**src/coreDp_settings.svh**
```systemverilog
`ifndef COREDP_SETTINGS_SVH
`define COREDP_SETTINGS_SVH

// ==================================================
// Datapath sizing
// ==================================================
`define COREDP_XLEN  32 // Data and PC width
`define COREDP_NREGS 32 // Architectural registers, x0 included
`define COREDP_RIDX  5  // Register index width

`endif

```
**src/coreDpPkg.sv**
```systemverilog
package coreDpPkg;

  // ==================================================
  // Major opcodes, inst[6:0]
  // ==================================================
  typedef enum logic [6:0] {
    OP     = 7'b0110011, // Reg-reg arithmetic
    OP_IMM = 7'b0010011, // Reg-imm arithmetic
    LUI    = 7'b0110111,
    AUIPC  = 7'b0010111,
    BRANCH = 7'b1100011  // Conditional branches
  } tOpcode;

  // ==================================================
  // ALU operations
  // ==================================================
  typedef enum logic [3:0] {
    ADD  = 4'd0, // Also AUIPC and branch target
    SUB  = 4'd1,
    SLT  = 4'd2,
    SLTU = 4'd3,
    SLL  = 4'd4, // Shifts use in2[4:0]
    SRL  = 4'd5,
    SRA  = 4'd6,
    XOR  = 4'd7,
    OR   = 4'd8,
    AND  = 4'd9
  } tAluOp;

  // Branch compare, funct3 values as encoded
  typedef enum logic [2:0] {
    BEQ  = 3'b000,
    BNE  = 3'b001,
    BLT  = 3'b100,
    BGE  = 3'b101,
    BLTU = 3'b110,
    BGEU = 3'b111
  } tBranchOp;

endpackage

```
**src/coreDecode.sv**
```systemverilog
`timescale 1ns/10ps
`include "coreDp_settings.svh"

module coreDecode (
  input  logic                    Clock,
  input  logic                    arstN,
  input  logic                    ReadyQ103H,
  input  logic                    InstValidQ101H,
  input  logic [`COREDP_XLEN-1:0] InstQ101H,
  input  logic [`COREDP_XLEN-1:0] PcQ101H,
  input  logic [`COREDP_XLEN-1:0] RegRdData1Q101H,
  input  logic [`COREDP_XLEN-1:0] RegRdData2Q101H,
  output logic [`COREDP_RIDX-1:0] RegSrc1Q101H,
  output logic [`COREDP_RIDX-1:0] RegSrc2Q101H,
  output logic                    ValidQ102H,
  output logic [`COREDP_RIDX-1:0] RegSrc1Q102H,
  output logic [`COREDP_RIDX-1:0] RegSrc2Q102H,
  output logic [`COREDP_RIDX-1:0] RegDstQ102H,
  output logic                    RegWrEnQ102H,
  output logic                    SelAluPcQ102H,
  output logic                    SelAluImmQ102H,
  output logic                    LuiQ102H,
  output coreDpPkg::tAluOp        AluOpQ102H,
  output logic                    IsBranchQ102H,
  output coreDpPkg::tBranchOp     BranchOpQ102H,
  output logic [`COREDP_XLEN-1:0] ImmediateQ102H,
  output logic [`COREDP_XLEN-1:0] PcQ102H,
  output logic [`COREDP_XLEN-1:0] PreRegRdData1Q102H,
  output logic [`COREDP_XLEN-1:0] PreRegRdData2Q102H
);

  coreDpPkg::tOpcode       OpcodeQ101H;
  coreDpPkg::tAluOp        AluOpQ101H;
  logic [`COREDP_XLEN-1:0] ImmediateQ101H;
  logic RegWrEnQ101H, SelAluPcQ101H, SelAluImmQ101H, LuiQ101H, IsBranchQ101H;

  // funct3/funct7 to ALU op; SUB only exists on reg-reg
  function automatic coreDpPkg::tAluOp aluOpOf(input logic [2:0] funct3, input logic altBit,
                                               input logic isRegReg);
    case (funct3)
      3'b000:  aluOpOf = (altBit && isRegReg) ? coreDpPkg::SUB : coreDpPkg::ADD;
      3'b001:  aluOpOf = coreDpPkg::SLL;
      3'b010:  aluOpOf = coreDpPkg::SLT;
      3'b011:  aluOpOf = coreDpPkg::SLTU;
      3'b100:  aluOpOf = coreDpPkg::XOR;
      3'b101:  aluOpOf = altBit ? coreDpPkg::SRA : coreDpPkg::SRL; // SRAI too
      3'b110:  aluOpOf = coreDpPkg::OR;
      default: aluOpOf = coreDpPkg::AND;
    endcase
  endfunction

  // ==================================================
  // Q101H field split and control decode
  // ==================================================
  assign OpcodeQ101H  = coreDpPkg::tOpcode'(InstQ101H[6:0]);
  assign RegSrc1Q101H = InstQ101H[19:15]; // rs1 to reg file
  assign RegSrc2Q101H = InstQ101H[24:20]; // rs2 to reg file

  always_comb begin : decodeCtrl
    RegWrEnQ101H   = 1'b0;
    SelAluPcQ101H  = 1'b0;
    SelAluImmQ101H = 1'b0;
    LuiQ101H       = 1'b0;
    IsBranchQ101H  = 1'b0;
    AluOpQ101H     = coreDpPkg::ADD;
    ImmediateQ101H = {{20{InstQ101H[31]}}, InstQ101H[31:20]}; // I-type
    case (OpcodeQ101H)
      coreDpPkg::OP: begin
        RegWrEnQ101H = 1'b1;
        AluOpQ101H   = aluOpOf(InstQ101H[14:12], InstQ101H[30], 1'b1);
      end
      coreDpPkg::OP_IMM: begin
        RegWrEnQ101H   = 1'b1;
        SelAluImmQ101H = 1'b1;
        AluOpQ101H     = aluOpOf(InstQ101H[14:12], InstQ101H[30], 1'b0);
      end
      coreDpPkg::LUI: begin
        RegWrEnQ101H   = 1'b1;
        SelAluImmQ101H = 1'b1;
        LuiQ101H       = 1'b1;                   // Imm straight through
        ImmediateQ101H = {InstQ101H[31:12], 12'b0}; // U-type
      end
      coreDpPkg::AUIPC: begin
        RegWrEnQ101H   = 1'b1;
        SelAluPcQ101H  = 1'b1; // PC + U-imm
        SelAluImmQ101H = 1'b1;
        ImmediateQ101H = {InstQ101H[31:12], 12'b0};
      end
      coreDpPkg::BRANCH: begin
        IsBranchQ101H  = 1'b1;
        SelAluPcQ101H  = 1'b1; // ALU forms the target
        SelAluImmQ101H = 1'b1;
        ImmediateQ101H = {{19{InstQ101H[31]}}, InstQ101H[31], InstQ101H[7],
                          InstQ101H[30:25], InstQ101H[11:8], 1'b0}; // B-type
      end
      default: ; // Anything else is a no-op
    endcase
  end

  // ==================================================
  // Q101H to Q102H flops
  // ==================================================
  always_ff @(posedge Clock or negedge arstN) begin : flagsQ102H
    if (!arstN) begin
      ValidQ102H    <= 1'b0;
      RegWrEnQ102H  <= 1'b0;
      IsBranchQ102H <= 1'b0;
    end else if (ReadyQ103H) begin
      ValidQ102H    <= InstValidQ101H;
      RegWrEnQ102H  <= InstValidQ101H && RegWrEnQ101H;  // Bubble never writes
      IsBranchQ102H <= InstValidQ101H && IsBranchQ101H;
    end
  end

  always_ff @(posedge Clock) begin : fieldsQ102H
    if (ReadyQ103H) begin
      RegSrc1Q102H       <= RegSrc1Q101H;
      RegSrc2Q102H       <= RegSrc2Q101H;
      RegDstQ102H        <= InstQ101H[11:7];
      SelAluPcQ102H      <= SelAluPcQ101H;
      SelAluImmQ102H     <= SelAluImmQ101H;
      LuiQ102H           <= LuiQ101H;
      AluOpQ102H         <= AluOpQ101H;
      BranchOpQ102H      <= coreDpPkg::tBranchOp'(InstQ101H[14:12]);
      ImmediateQ102H     <= ImmediateQ101H;
      PcQ102H            <= PcQ101H;
      PreRegRdData1Q102H <= RegRdData1Q101H; // Forwarding fixes these up in exe
      PreRegRdData2Q102H <= RegRdData2Q101H;
    end
  end

endmodule

```
**src/coreDpTop.sv**
```systemverilog
`timescale 1ns/10ps
`include "coreDp_settings.svh"

module coreDpTop (
  input  logic                    Clock,
  input  logic                    arstN,
  input  logic                    InstValidQ101H,
  input  logic [`COREDP_XLEN-1:0] InstQ101H,
  input  logic [`COREDP_XLEN-1:0] PcQ101H,
  input  logic                    ReadyQ103H,
  output logic                    RegWrEnQ105H,
  output logic [`COREDP_RIDX-1:0] RegDstQ105H,
  output logic [`COREDP_XLEN-1:0] RegWrDataQ105H,
  output logic                    BranchValidQ103H,
  output logic                    BranchTakenQ103H,
  output logic [`COREDP_XLEN-1:0] BranchTargetQ103H
);

  // Q101H
  logic [`COREDP_RIDX-1:0] RegSrc1Q101H, RegSrc2Q101H;
  logic [`COREDP_XLEN-1:0] RegRdData1Q101H, RegRdData2Q101H;
  // Q102H control set
  logic                    ValidQ102H, RegWrEnQ102H, IsBranchQ102H;
  logic                    SelAluPcQ102H, SelAluImmQ102H, LuiQ102H, BranchCondMetQ102H;
  logic [`COREDP_RIDX-1:0] RegSrc1Q102H, RegSrc2Q102H, RegDstQ102H;
  coreDpPkg::tAluOp        AluOpQ102H;
  coreDpPkg::tBranchOp     BranchOpQ102H;
  logic [`COREDP_XLEN-1:0] ImmediateQ102H, PcQ102H, PreRegRdData1Q102H, PreRegRdData2Q102H;
  // Q103H..Q104H forwarding fields
  logic [`COREDP_RIDX-1:0] RegDstQ103H, RegDstQ104H;
  logic                    RegWrEnQ103H, RegWrEnQ104H;
  logic [`COREDP_XLEN-1:0] AluOutQ103H, AluOutQ104H;

  coreDecode uDecode (
    .Clock, .arstN, .ReadyQ103H, .InstValidQ101H, .InstQ101H, .PcQ101H,
    .RegRdData1Q101H, .RegRdData2Q101H, .RegSrc1Q101H, .RegSrc2Q101H,
    .ValidQ102H, .RegSrc1Q102H, .RegSrc2Q102H, .RegDstQ102H, .RegWrEnQ102H,
    .SelAluPcQ102H, .SelAluImmQ102H, .LuiQ102H, .AluOpQ102H, .IsBranchQ102H,
    .BranchOpQ102H, .ImmediateQ102H, .PcQ102H, .PreRegRdData1Q102H, .PreRegRdData2Q102H
  );

  coreRegFile uRegFile (
    .Clock, .arstN, .RegSrc1Q101H, .RegSrc2Q101H,
    .WrEn (RegWrEnQ105H && ReadyQ103H), // No writeback while stalled
    .RegDstQ105H, .RegWrDataQ105H, .RegRdData1Q101H, .RegRdData2Q101H
  );

  coreExe uExe (
    .Clock, .arstN, .ReadyQ103H, .RegSrc1Q102H, .RegSrc2Q102H, .SelAluPcQ102H,
    .SelAluImmQ102H, .LuiQ102H, .AluOpQ102H, .BranchOpQ102H, .ImmediateQ102H, .PcQ102H,
    .PreRegRdData1Q102H, .PreRegRdData2Q102H, .RegDstQ103H, .RegDstQ104H, .RegDstQ105H,
    .RegWrEnQ103H, .RegWrEnQ104H, .RegWrEnQ105H, .AluOutQ104H, .RegWrDataQ105H,
    .BranchCondMetQ102H, .AluOutQ103H
  );

  coreResult uResult (
    .Clock, .arstN, .ReadyQ103H, .ValidQ102H, .RegDstQ102H, .RegWrEnQ102H,
    .IsBranchQ102H, .BranchCondMetQ102H, .AluOutQ103H, .RegDstQ103H, .RegDstQ104H,
    .RegDstQ105H, .RegWrEnQ103H, .RegWrEnQ104H, .RegWrEnQ105H, .AluOutQ104H,
    .RegWrDataQ105H, .BranchValidQ103H, .BranchTakenQ103H, .BranchTargetQ103H
  );

endmodule

```
**src/coreExe.sv**
```systemverilog
`timescale 1ns/10ps
`include "coreDp_settings.svh"

module coreExe (
  input  logic                    Clock,
  input  logic                    arstN,
  input  logic                    ReadyQ103H,
  input  logic [`COREDP_RIDX-1:0] RegSrc1Q102H,
  input  logic [`COREDP_RIDX-1:0] RegSrc2Q102H,
  input  logic                    SelAluPcQ102H,
  input  logic                    SelAluImmQ102H,
  input  logic                    LuiQ102H,
  input  coreDpPkg::tAluOp        AluOpQ102H,
  input  coreDpPkg::tBranchOp     BranchOpQ102H,
  input  logic [`COREDP_XLEN-1:0] ImmediateQ102H,
  input  logic [`COREDP_XLEN-1:0] PcQ102H,
  input  logic [`COREDP_XLEN-1:0] PreRegRdData1Q102H,
  input  logic [`COREDP_XLEN-1:0] PreRegRdData2Q102H,
  input  logic [`COREDP_RIDX-1:0] RegDstQ103H,
  input  logic [`COREDP_RIDX-1:0] RegDstQ104H,
  input  logic [`COREDP_RIDX-1:0] RegDstQ105H,
  input  logic                    RegWrEnQ103H,
  input  logic                    RegWrEnQ104H,
  input  logic                    RegWrEnQ105H,
  input  logic [`COREDP_XLEN-1:0] AluOutQ104H,    // Forward source
  input  logic [`COREDP_XLEN-1:0] RegWrDataQ105H, // Forward source
  output logic                    BranchCondMetQ102H,
  output logic [`COREDP_XLEN-1:0] AluOutQ103H
);

  logic Hazard1Data1Q102H, Hazard2Data1Q102H, Hazard3Data1Q102H;
  logic Hazard1Data2Q102H, Hazard2Data2Q102H, Hazard3Data2Q102H;
  logic [`COREDP_XLEN-1:0] RegRdData1Q102H, RegRdData2Q102H;
  logic [`COREDP_XLEN-1:0] AluIn1Q102H, AluIn2Q102H, AluOutQ102H;
  logic [4:0]              ShamtQ102H;

  // ==================================================
  // RAW hazards vs Q103H..Q105H, x0 never forwarded
  // ==================================================
  assign Hazard1Data1Q102H = RegWrEnQ103H && (RegSrc1Q102H == RegDstQ103H) && (RegSrc1Q102H != '0);
  assign Hazard2Data1Q102H = RegWrEnQ104H && (RegSrc1Q102H == RegDstQ104H) && (RegSrc1Q102H != '0);
  assign Hazard3Data1Q102H = RegWrEnQ105H && (RegSrc1Q102H == RegDstQ105H) && (RegSrc1Q102H != '0);
  assign Hazard1Data2Q102H = RegWrEnQ103H && (RegSrc2Q102H == RegDstQ103H) && (RegSrc2Q102H != '0);
  assign Hazard2Data2Q102H = RegWrEnQ104H && (RegSrc2Q102H == RegDstQ104H) && (RegSrc2Q102H != '0);
  assign Hazard3Data2Q102H = RegWrEnQ105H && (RegSrc2Q102H == RegDstQ105H) && (RegSrc2Q102H != '0);

  // Newest producer wins
  assign RegRdData1Q102H = Hazard1Data1Q102H ? AluOutQ103H    :
                           Hazard2Data1Q102H ? AluOutQ104H    :
                           Hazard3Data1Q102H ? RegWrDataQ105H :
                                               PreRegRdData1Q102H; // No hazard
  assign RegRdData2Q102H = Hazard1Data2Q102H ? AluOutQ103H    :
                           Hazard2Data2Q102H ? AluOutQ104H    :
                           Hazard3Data2Q102H ? RegWrDataQ105H :
                                               PreRegRdData2Q102H;

  // ==================================================
  // ALU
  // ==================================================
  assign AluIn1Q102H = SelAluPcQ102H  ? PcQ102H        : RegRdData1Q102H; // AUIPC, branch
  assign AluIn2Q102H = SelAluImmQ102H ? ImmediateQ102H : RegRdData2Q102H;
  assign ShamtQ102H  = AluIn2Q102H[4:0];

  always_comb begin : aluLogic
    case (AluOpQ102H)
      coreDpPkg::SUB:  AluOutQ102H = AluIn1Q102H - AluIn2Q102H;
      coreDpPkg::SLT:  AluOutQ102H = {31'b0, $signed(AluIn1Q102H) < $signed(AluIn2Q102H)};
      coreDpPkg::SLTU: AluOutQ102H = {31'b0, AluIn1Q102H < AluIn2Q102H};
      coreDpPkg::SLL:  AluOutQ102H = AluIn1Q102H << ShamtQ102H;
      coreDpPkg::SRL:  AluOutQ102H = AluIn1Q102H >> ShamtQ102H;
      coreDpPkg::SRA:  AluOutQ102H = $signed(AluIn1Q102H) >>> ShamtQ102H; // Sign fill
      coreDpPkg::XOR:  AluOutQ102H = AluIn1Q102H ^ AluIn2Q102H;
      coreDpPkg::OR:   AluOutQ102H = AluIn1Q102H | AluIn2Q102H;
      coreDpPkg::AND:  AluOutQ102H = AluIn1Q102H & AluIn2Q102H;
      default:         AluOutQ102H = AluIn1Q102H + AluIn2Q102H; // ADD
    endcase
    if (LuiQ102H) AluOutQ102H = AluIn2Q102H; // LUI just passes imm
  end

  // Branch compare on forwarded operands
  always_comb begin : branchComp
    case (BranchOpQ102H)
      coreDpPkg::BEQ:  BranchCondMetQ102H = (RegRdData1Q102H == RegRdData2Q102H);
      coreDpPkg::BNE:  BranchCondMetQ102H = (RegRdData1Q102H != RegRdData2Q102H);
      coreDpPkg::BLT:  BranchCondMetQ102H = $signed(RegRdData1Q102H) < $signed(RegRdData2Q102H);
      coreDpPkg::BGE:  BranchCondMetQ102H = $signed(RegRdData1Q102H) >= $signed(RegRdData2Q102H);
      coreDpPkg::BLTU: BranchCondMetQ102H = RegRdData1Q102H < RegRdData2Q102H;
      coreDpPkg::BGEU: BranchCondMetQ102H = RegRdData1Q102H >= RegRdData2Q102H;
      default:         BranchCondMetQ102H = 1'b0; // Reserved funct3
    endcase
  end

  // Q102H to Q103H
  always_ff @(posedge Clock or negedge arstN) begin : aluOutQ103H
    if (!arstN) begin
      AluOutQ103H <= '0;
    end else if (ReadyQ103H) begin
      AluOutQ103H <= AluOutQ102H;
    end
  end

endmodule

```
**src/coreRegFile.sv**
```systemverilog
`timescale 1ns/10ps
`include "coreDp_settings.svh"

module coreRegFile (
  input  logic                    Clock,
  input  logic                    arstN,
  input  logic [`COREDP_RIDX-1:0] RegSrc1Q101H,
  input  logic [`COREDP_RIDX-1:0] RegSrc2Q101H,
  input  logic                    WrEn,
  input  logic [`COREDP_RIDX-1:0] RegDstQ105H,
  input  logic [`COREDP_XLEN-1:0] RegWrDataQ105H,
  output logic [`COREDP_XLEN-1:0] RegRdData1Q101H,
  output logic [`COREDP_XLEN-1:0] RegRdData2Q101H
);

  logic [`COREDP_XLEN-1:0] Regs [`COREDP_NREGS-1:1]; // x0 has no storage

  always_ff @(posedge Clock or negedge arstN) begin : regWrite
    if (!arstN) begin
      for (int i = 1; i < `COREDP_NREGS; i++) begin
        Regs[i] <= '0;
      end
    end else if (WrEn && (RegDstQ105H != '0)) begin
      Regs[RegDstQ105H] <= RegWrDataQ105H;
    end
  end

  // Read ports, x0 first, then write-first bypass
  assign RegRdData1Q101H = (RegSrc1Q101H == '0)                   ? '0             :
                           (WrEn && (RegDstQ105H == RegSrc1Q101H)) ? RegWrDataQ105H :
                                                                     Regs[RegSrc1Q101H];
  assign RegRdData2Q101H = (RegSrc2Q101H == '0)                   ? '0             :
                           (WrEn && (RegDstQ105H == RegSrc2Q101H)) ? RegWrDataQ105H :
                                                                     Regs[RegSrc2Q101H];

endmodule

```
**src/coreResult.sv**
```systemverilog
`timescale 1ns/10ps
`include "coreDp_settings.svh"

module coreResult (
  input  logic                    Clock,
  input  logic                    arstN,
  input  logic                    ReadyQ103H,
  input  logic                    ValidQ102H,
  input  logic [`COREDP_RIDX-1:0] RegDstQ102H,
  input  logic                    RegWrEnQ102H,
  input  logic                    IsBranchQ102H,
  input  logic                    BranchCondMetQ102H,
  input  logic [`COREDP_XLEN-1:0] AluOutQ103H,
  output logic [`COREDP_RIDX-1:0] RegDstQ103H,
  output logic [`COREDP_RIDX-1:0] RegDstQ104H,
  output logic [`COREDP_RIDX-1:0] RegDstQ105H,
  output logic                    RegWrEnQ103H,
  output logic                    RegWrEnQ104H,
  output logic                    RegWrEnQ105H,
  output logic [`COREDP_XLEN-1:0] AluOutQ104H,
  output logic [`COREDP_XLEN-1:0] RegWrDataQ105H,
  output logic                    BranchValidQ103H,
  output logic                    BranchTakenQ103H,
  output logic [`COREDP_XLEN-1:0] BranchTargetQ103H
);

  logic BranchCondMetQ103H;

  // ==================================================
  // Control down the pipe, frozen while stalled
  // ==================================================
  always_ff @(posedge Clock or negedge arstN) begin : ctrlPipe
    if (!arstN) begin
      RegWrEnQ103H       <= 1'b0;
      RegWrEnQ104H       <= 1'b0;
      RegWrEnQ105H       <= 1'b0;
      BranchValidQ103H   <= 1'b0;
      BranchCondMetQ103H <= 1'b0;
    end else if (ReadyQ103H) begin
      RegWrEnQ103H       <= ValidQ102H && RegWrEnQ102H;
      RegWrEnQ104H       <= RegWrEnQ103H;
      RegWrEnQ105H       <= RegWrEnQ104H;
      BranchValidQ103H   <= ValidQ102H && IsBranchQ102H;
      BranchCondMetQ103H <= BranchCondMetQ102H;
    end
  end

  // Destination and result
  always_ff @(posedge Clock) begin : dataPipe
    if (ReadyQ103H) begin
      RegDstQ103H    <= RegDstQ102H;
      RegDstQ104H    <= RegDstQ103H;
      RegDstQ105H    <= RegDstQ104H;
      AluOutQ104H    <= AluOutQ103H;
      RegWrDataQ105H <= AluOutQ104H; // Writeback value
    end
  end

  // Branch report from the Q103H flops
  assign BranchTakenQ103H  = BranchValidQ103H && BranchCondMetQ103H;
  assign BranchTargetQ103H = AluOutQ103H; // PC + B-imm from the ALU

endmodule

```
**config.mk**
```make
export PLATFORM = sky130hd
export DESIGN_NAME = coreDpTop
export DESIGN_NICKNAME = d
export VERILOG_FILES = /design/src/coreDpPkg.sv /design/src/coreDecode.sv /design/src/coreDpTop.sv /design/src/coreExe.sv /design/src/coreRegFile.sv /design/src/coreResult.sv
export VERILOG_INCLUDE_DIRS = /design/src
export SDC_FILE = /design/constraint.sdc
export NUM_CORES = 2
export LEC_CHECK = 0
export BUFFER_PORTS_ARGS = -buffer_cell sky130_fd_sc_hd__buf_2
export CORE_MARGIN = 3
export CORE_UTILIZATION = 42
export CTS_BUF_LIST = sky130_fd_sc_hd__clkbuf_16
export CTS_CLUSTER_DIAMETER = 80
export CTS_CLUSTER_SIZE = 16
export DETAILED_ROUTE_END_ITERATION = 16
export GPL_TIMING_DRIVEN = 0
export SETUP_SLACK_MARGIN = 0.5
export SYNTH_ARGS = -nofsm -noshare
export SYNTH_HDL_FRONTEND = slang
export SYNTH_HIERARCHICAL = 1
export SYNTH_SLANG_ARGS = --single-unit
export TNS_END_PERCENT = 100
```
**constraint.sdc**
```tcl
create_clock -name Clock -period 13 [get_ports Clock]
set_clock_uncertainty 0.1 [all_clocks]
set_input_delay 1.95 -clock Clock [delete_from_list [all_inputs] [get_ports Clock]]
set_output_delay 1.95 -clock Clock [all_outputs]
set_load 0.01 [all_outputs]
```
==> run summary <==
Crit Path Class - reg -> reg
CTS Sinks - 1264
Global Route Usage Sum - 0.380
#FFs+latches synth - 1264
Reg2Reg Depth - 20
Leak - 0.0369 µW
Worst-path clk slew - 0.07 ns
DRT Wirelength - 362 mm
Hold path depth - 0
Worst Path Max Fanout - 10
Root buf cell - clkbuf_16
Via/cell ratio - 6.99
Power per cell area - 113 nW/µm²
Mapped Area - 76300 µm²
Initial antenna violation count - 19
Ys Warns - 6
Worst slew pin tran - 1.58 ns
CTS resizes - 0
WL/cell - 40.4 µm
Layout Utilization - 0.464
Status - finished with violations
CTS tree - built
FF+latch area - 32800 µm²
Starting DRT DRC Count - 9133
Drt drc - 0
CTS buffer count - 96
Maxcap violations - 3
Post-synthesis async set-or-reset flop share - 0.816
Final hold violation count - 0
Multi-input gate area - 40100 µm²
Post-synth EDFFs - 232
Peak supply drop - 0.123 mV
CP Capture Type - register
Post-route ant nets - 0
Mean post-synth cell area - 12.1 µm²
GPL Wtd Cong - 1.08
1st-pass router iterations - 7
CTS Buffer Depth - 3
Worst slew margin relative to its limit - -0.0512
Die area - 187000 µm²
RSZ-0062 raised after global routing - false
HPWL Detailed - 277 mm
Post-synthesis cell type count - 92
Final setup viols - 0
Max-slew violations - 24
Wire length of the first global-routing pass - 495 mm
GRT overflow - 0
Cell count after synthesis - 6285
Worst Path Required - 13.50 ns
Fill count - 16500
Tcrit/Tclk final - 0.697
Seq/Total Area, Yosys - 0.430
Row cnt - 155
Hold Crit Class - reg -> reg
Mapped Nets - 6484
P&R area growth vs syn - 9.19%
Final #Nets - 6749
Die Ht - 432 µm
H-tree levels - 3
Vias in the first global route - 60000
Vias - 62600
Post-CTS Setup Bufs - 0
# port buffers - 139
F_max - 110 MHz
Failing checks - max-capacitance violations, max-slew violations
Largest net degree at the start of global routing - 170
IO Pins - 140
Setup TNS Final - 0 ns
Worst-Skew Late Latency - 0.80 ns
Crit path DAT - 9.56 ns
CP startpoint kind - register
Initial core utilization - 0.425
Tmin final - 9.06 ns
Hold_buf cts - 0
Post-synth top flop - dfrtp_1
Die Wd - 432 µm
Std-Cell Core Area - 180000 µm²
Layout cells sized above 1 - 0.315
-- where the power goes --
group	switching [µW]	internal, µW
combinational	1390	624
clock	1550	1400
sequential	279	4190
total	3220	6210
-- sequential cells by signal, indices dropped and copies added, names as in the netlist, 5 cells and up --
signal / count
uDecode/PcQ102H: 32
uExe/AluOutQ103H: 32
uDecode/PreRegRdData2Q102H: 32
uResult/AluOutQ104H: 32
uDecode/RegDstQ102H: 5
uDecode/ImmediateQ102H: 32
uDecode/PreRegRdData1Q102H: 32
uResult/RegDstQ103H: 5
uResult/RegWrDataQ105H: 32
uDecode/RegSrc2Q102H: 5
uRegFile/Regs: 992
uResult/RegDstQ104H: 5
uResult/RegDstQ105H: 5
uDecode/RegSrc1Q102H: 5
-- critical path, cell delays in order, from the launching register on --
cell	delay, ns
edfxtp_1	0.46
nor3_1	0.09
and2_4	0.18
nor4_2	0.70
clkbuf_1	0.69
clkbuf_1	0.47
buf_1	0.55
a21oi_1	0.36
a21oi_1	1.07
ha_1	0.27
clkbuf_1	0.32
inv_1	0.15
a221oi_1	0.28
o21ai_0	0.23
o41ai_1	0.78
o21ai_0	0.30
o41ai_1	0.78
o31ai_1	0.17
a221o_1	0.34
a221oi_1	0.44
a31oi_1	0.14
-- cell type report --
cell class,count,area share
multi-input combinational,4249,0.482
sequential,1264,0.393
buffer,636,0.0355
tap,2355,0.0354
clock buffer,97,0.0291
timing repair buffer,167,0.0138
inverter,136,0.00617
clock inverter,40,0.00461
antenna,12,0.000360
-- synthesized netlist by cell type (26+ instances only) --
cell	instances	area, µm²
mux2i_1	293	2930
o21ai_0	234	1170
buf_2	131	656
nor3_1	81	405
o31ai_1	33	248
mux4_2	382	8600
buf_4	82	616
xnor2_1	46	403
a22o_1	40	350
dfrtp_1	1032	25800
nor2b_1	46	288
a22oi_1	142	1070
nor2_1	273	1020
o21a_1	26	195
a21oi_1	225	1130
buf_1	83	312
mux2_2	1122	12600
a211oi_1	118	886
a21o_1	58	435
edfxtp_1	232	6970
nand2b_1	43	269
o211ai_1	59	443
a31oi_1	68	425
inv_1	131	492
nand3b_1	27	203
o22ai_1	105	657
nand3_1	54	270
a221oi_1	60	526
clkbuf_1	328	1230
nand2_1	229	860
ha_1	129	1610
-- worst paths after layout --
kind / from / end / slack, ns
worst max-delay path: uDecode/RegSrc2Q102H[2]$_DFFE_PP_ / uExe/AluOutQ103H[27]$_DFFE_PN0P_ / 3.94
worst min-delay path: uDecode/RegDstQ102H[2]$_DFFE_PP_ / uResult/RegDstQ103H[2]$_DFFE_PP_ / 0.33
worst max register to register: uDecode/RegSrc2Q102H[2]$_DFFE_PP_ / uExe/AluOutQ103H[27]$_DFFE_PN0P_ / 3.94
worst min register to register: uDecode/RegDstQ102H[2]$_DFFE_PP_ / uResult/RegDstQ103H[2]$_DFFE_PP_ / 0.33
max in group asynchronous: arstN / uRegFile/Regs[323]$_DFFE_PN0P_ / 9.58
min in group asynchronous: arstN / uRegFile/Regs[986]$_DFFE_PN0P_ / 1.10
-- placed cells by master, fill, tap and decap left out, types with 23 or more instances in the layout --
| master | Yosys | final |
|---|---|---|
| ha_1 | 129 | 129 |
| clkbuf_1 | 328 | 322 |
| a22o_1 | 40 | 40 |
| o21ai_0 | 234 | 231 |
| nor2b_1 | 46 | 46 |
| mux4_2 | 382 | 382 |
| nor3_1 | 81 | 81 |
| xnor2_1 | 46 | 46 |
| o21a_1 | 26 | 26 |
| a21oi_1 | 225 | 216 |
| a211oi_1 | 118 | 118 |
| nand2_1 | 229 | 229 |
| inv_1 | 131 | 146 |
| edfxtp_1 | 232 | 232 |
| buf_4 | 82 | 90 |
| o211ai_1 | 59 | 59 |
| nand3b_1 | 27 | 27 |
| o31ai_1 | 33 | 31 |
| a221oi_1 | 60 | 57 |
| a22oi_1 | 142 | 142 |
| o22ai_1 | 105 | 105 |
| mux2i_1 | 293 | 293 |
| buf_1 | 83 | 82 |
| a31oi_1 | 68 | 68 |
| nand2b_1 | 43 | 43 |
| dfrtp_1 | 1032 | 1032 |
| a221o_1 | 23 | 23 |
| nand3_1 | 54 | 54 |
| clkbuf_16 | 0 | 97 |
| buf_2 | 131 | 271 |
| nor2_1 | 273 | 273 |
| mux2_2 | 1122 | 1122 |
| a21o_1 | 58 | 58 |
-- through the flow --
step	worst slack [ns]	total power, µW	cells	hold slack [ns]	cell area (µm²)
after global routing	3.70	9660	8944	0.346	83300
after CTS	4.37	9370	8943	0.325	83300
after detailed placement	4.41	6450	8806	0.307	80500
final	3.94	9440	8956	0.326	83300
after floorplan	7.25	5440	6285	0.300	76300
after global placement	-13.15	6430	8779	0.307	80000
-- kinds of logic after synthesis --
logic type	after synthesis	synth area share
AND/OR/NAND/NOR	872	0.0544
adder cells (fa/ha/maj)	131	0.0217
buffers and inverters	772	0.0454
flip-flops	1264	0.430
multiplexers	1802	0.318
AO/OA/AOI/OAI	1380	0.124
XOR/XNOR	64	0.00734
-- routing by layer --
metal,up-vias,part of all wire,global-route usage
li1,24500,-,-
met1,32500,0.38,0.493
met2,4525,0.41,0.535
met3,1090,0.13,0.147
met4,18,0.075,0.226
met5,-,0.00035,0
(Power assumes the default switching activity.)
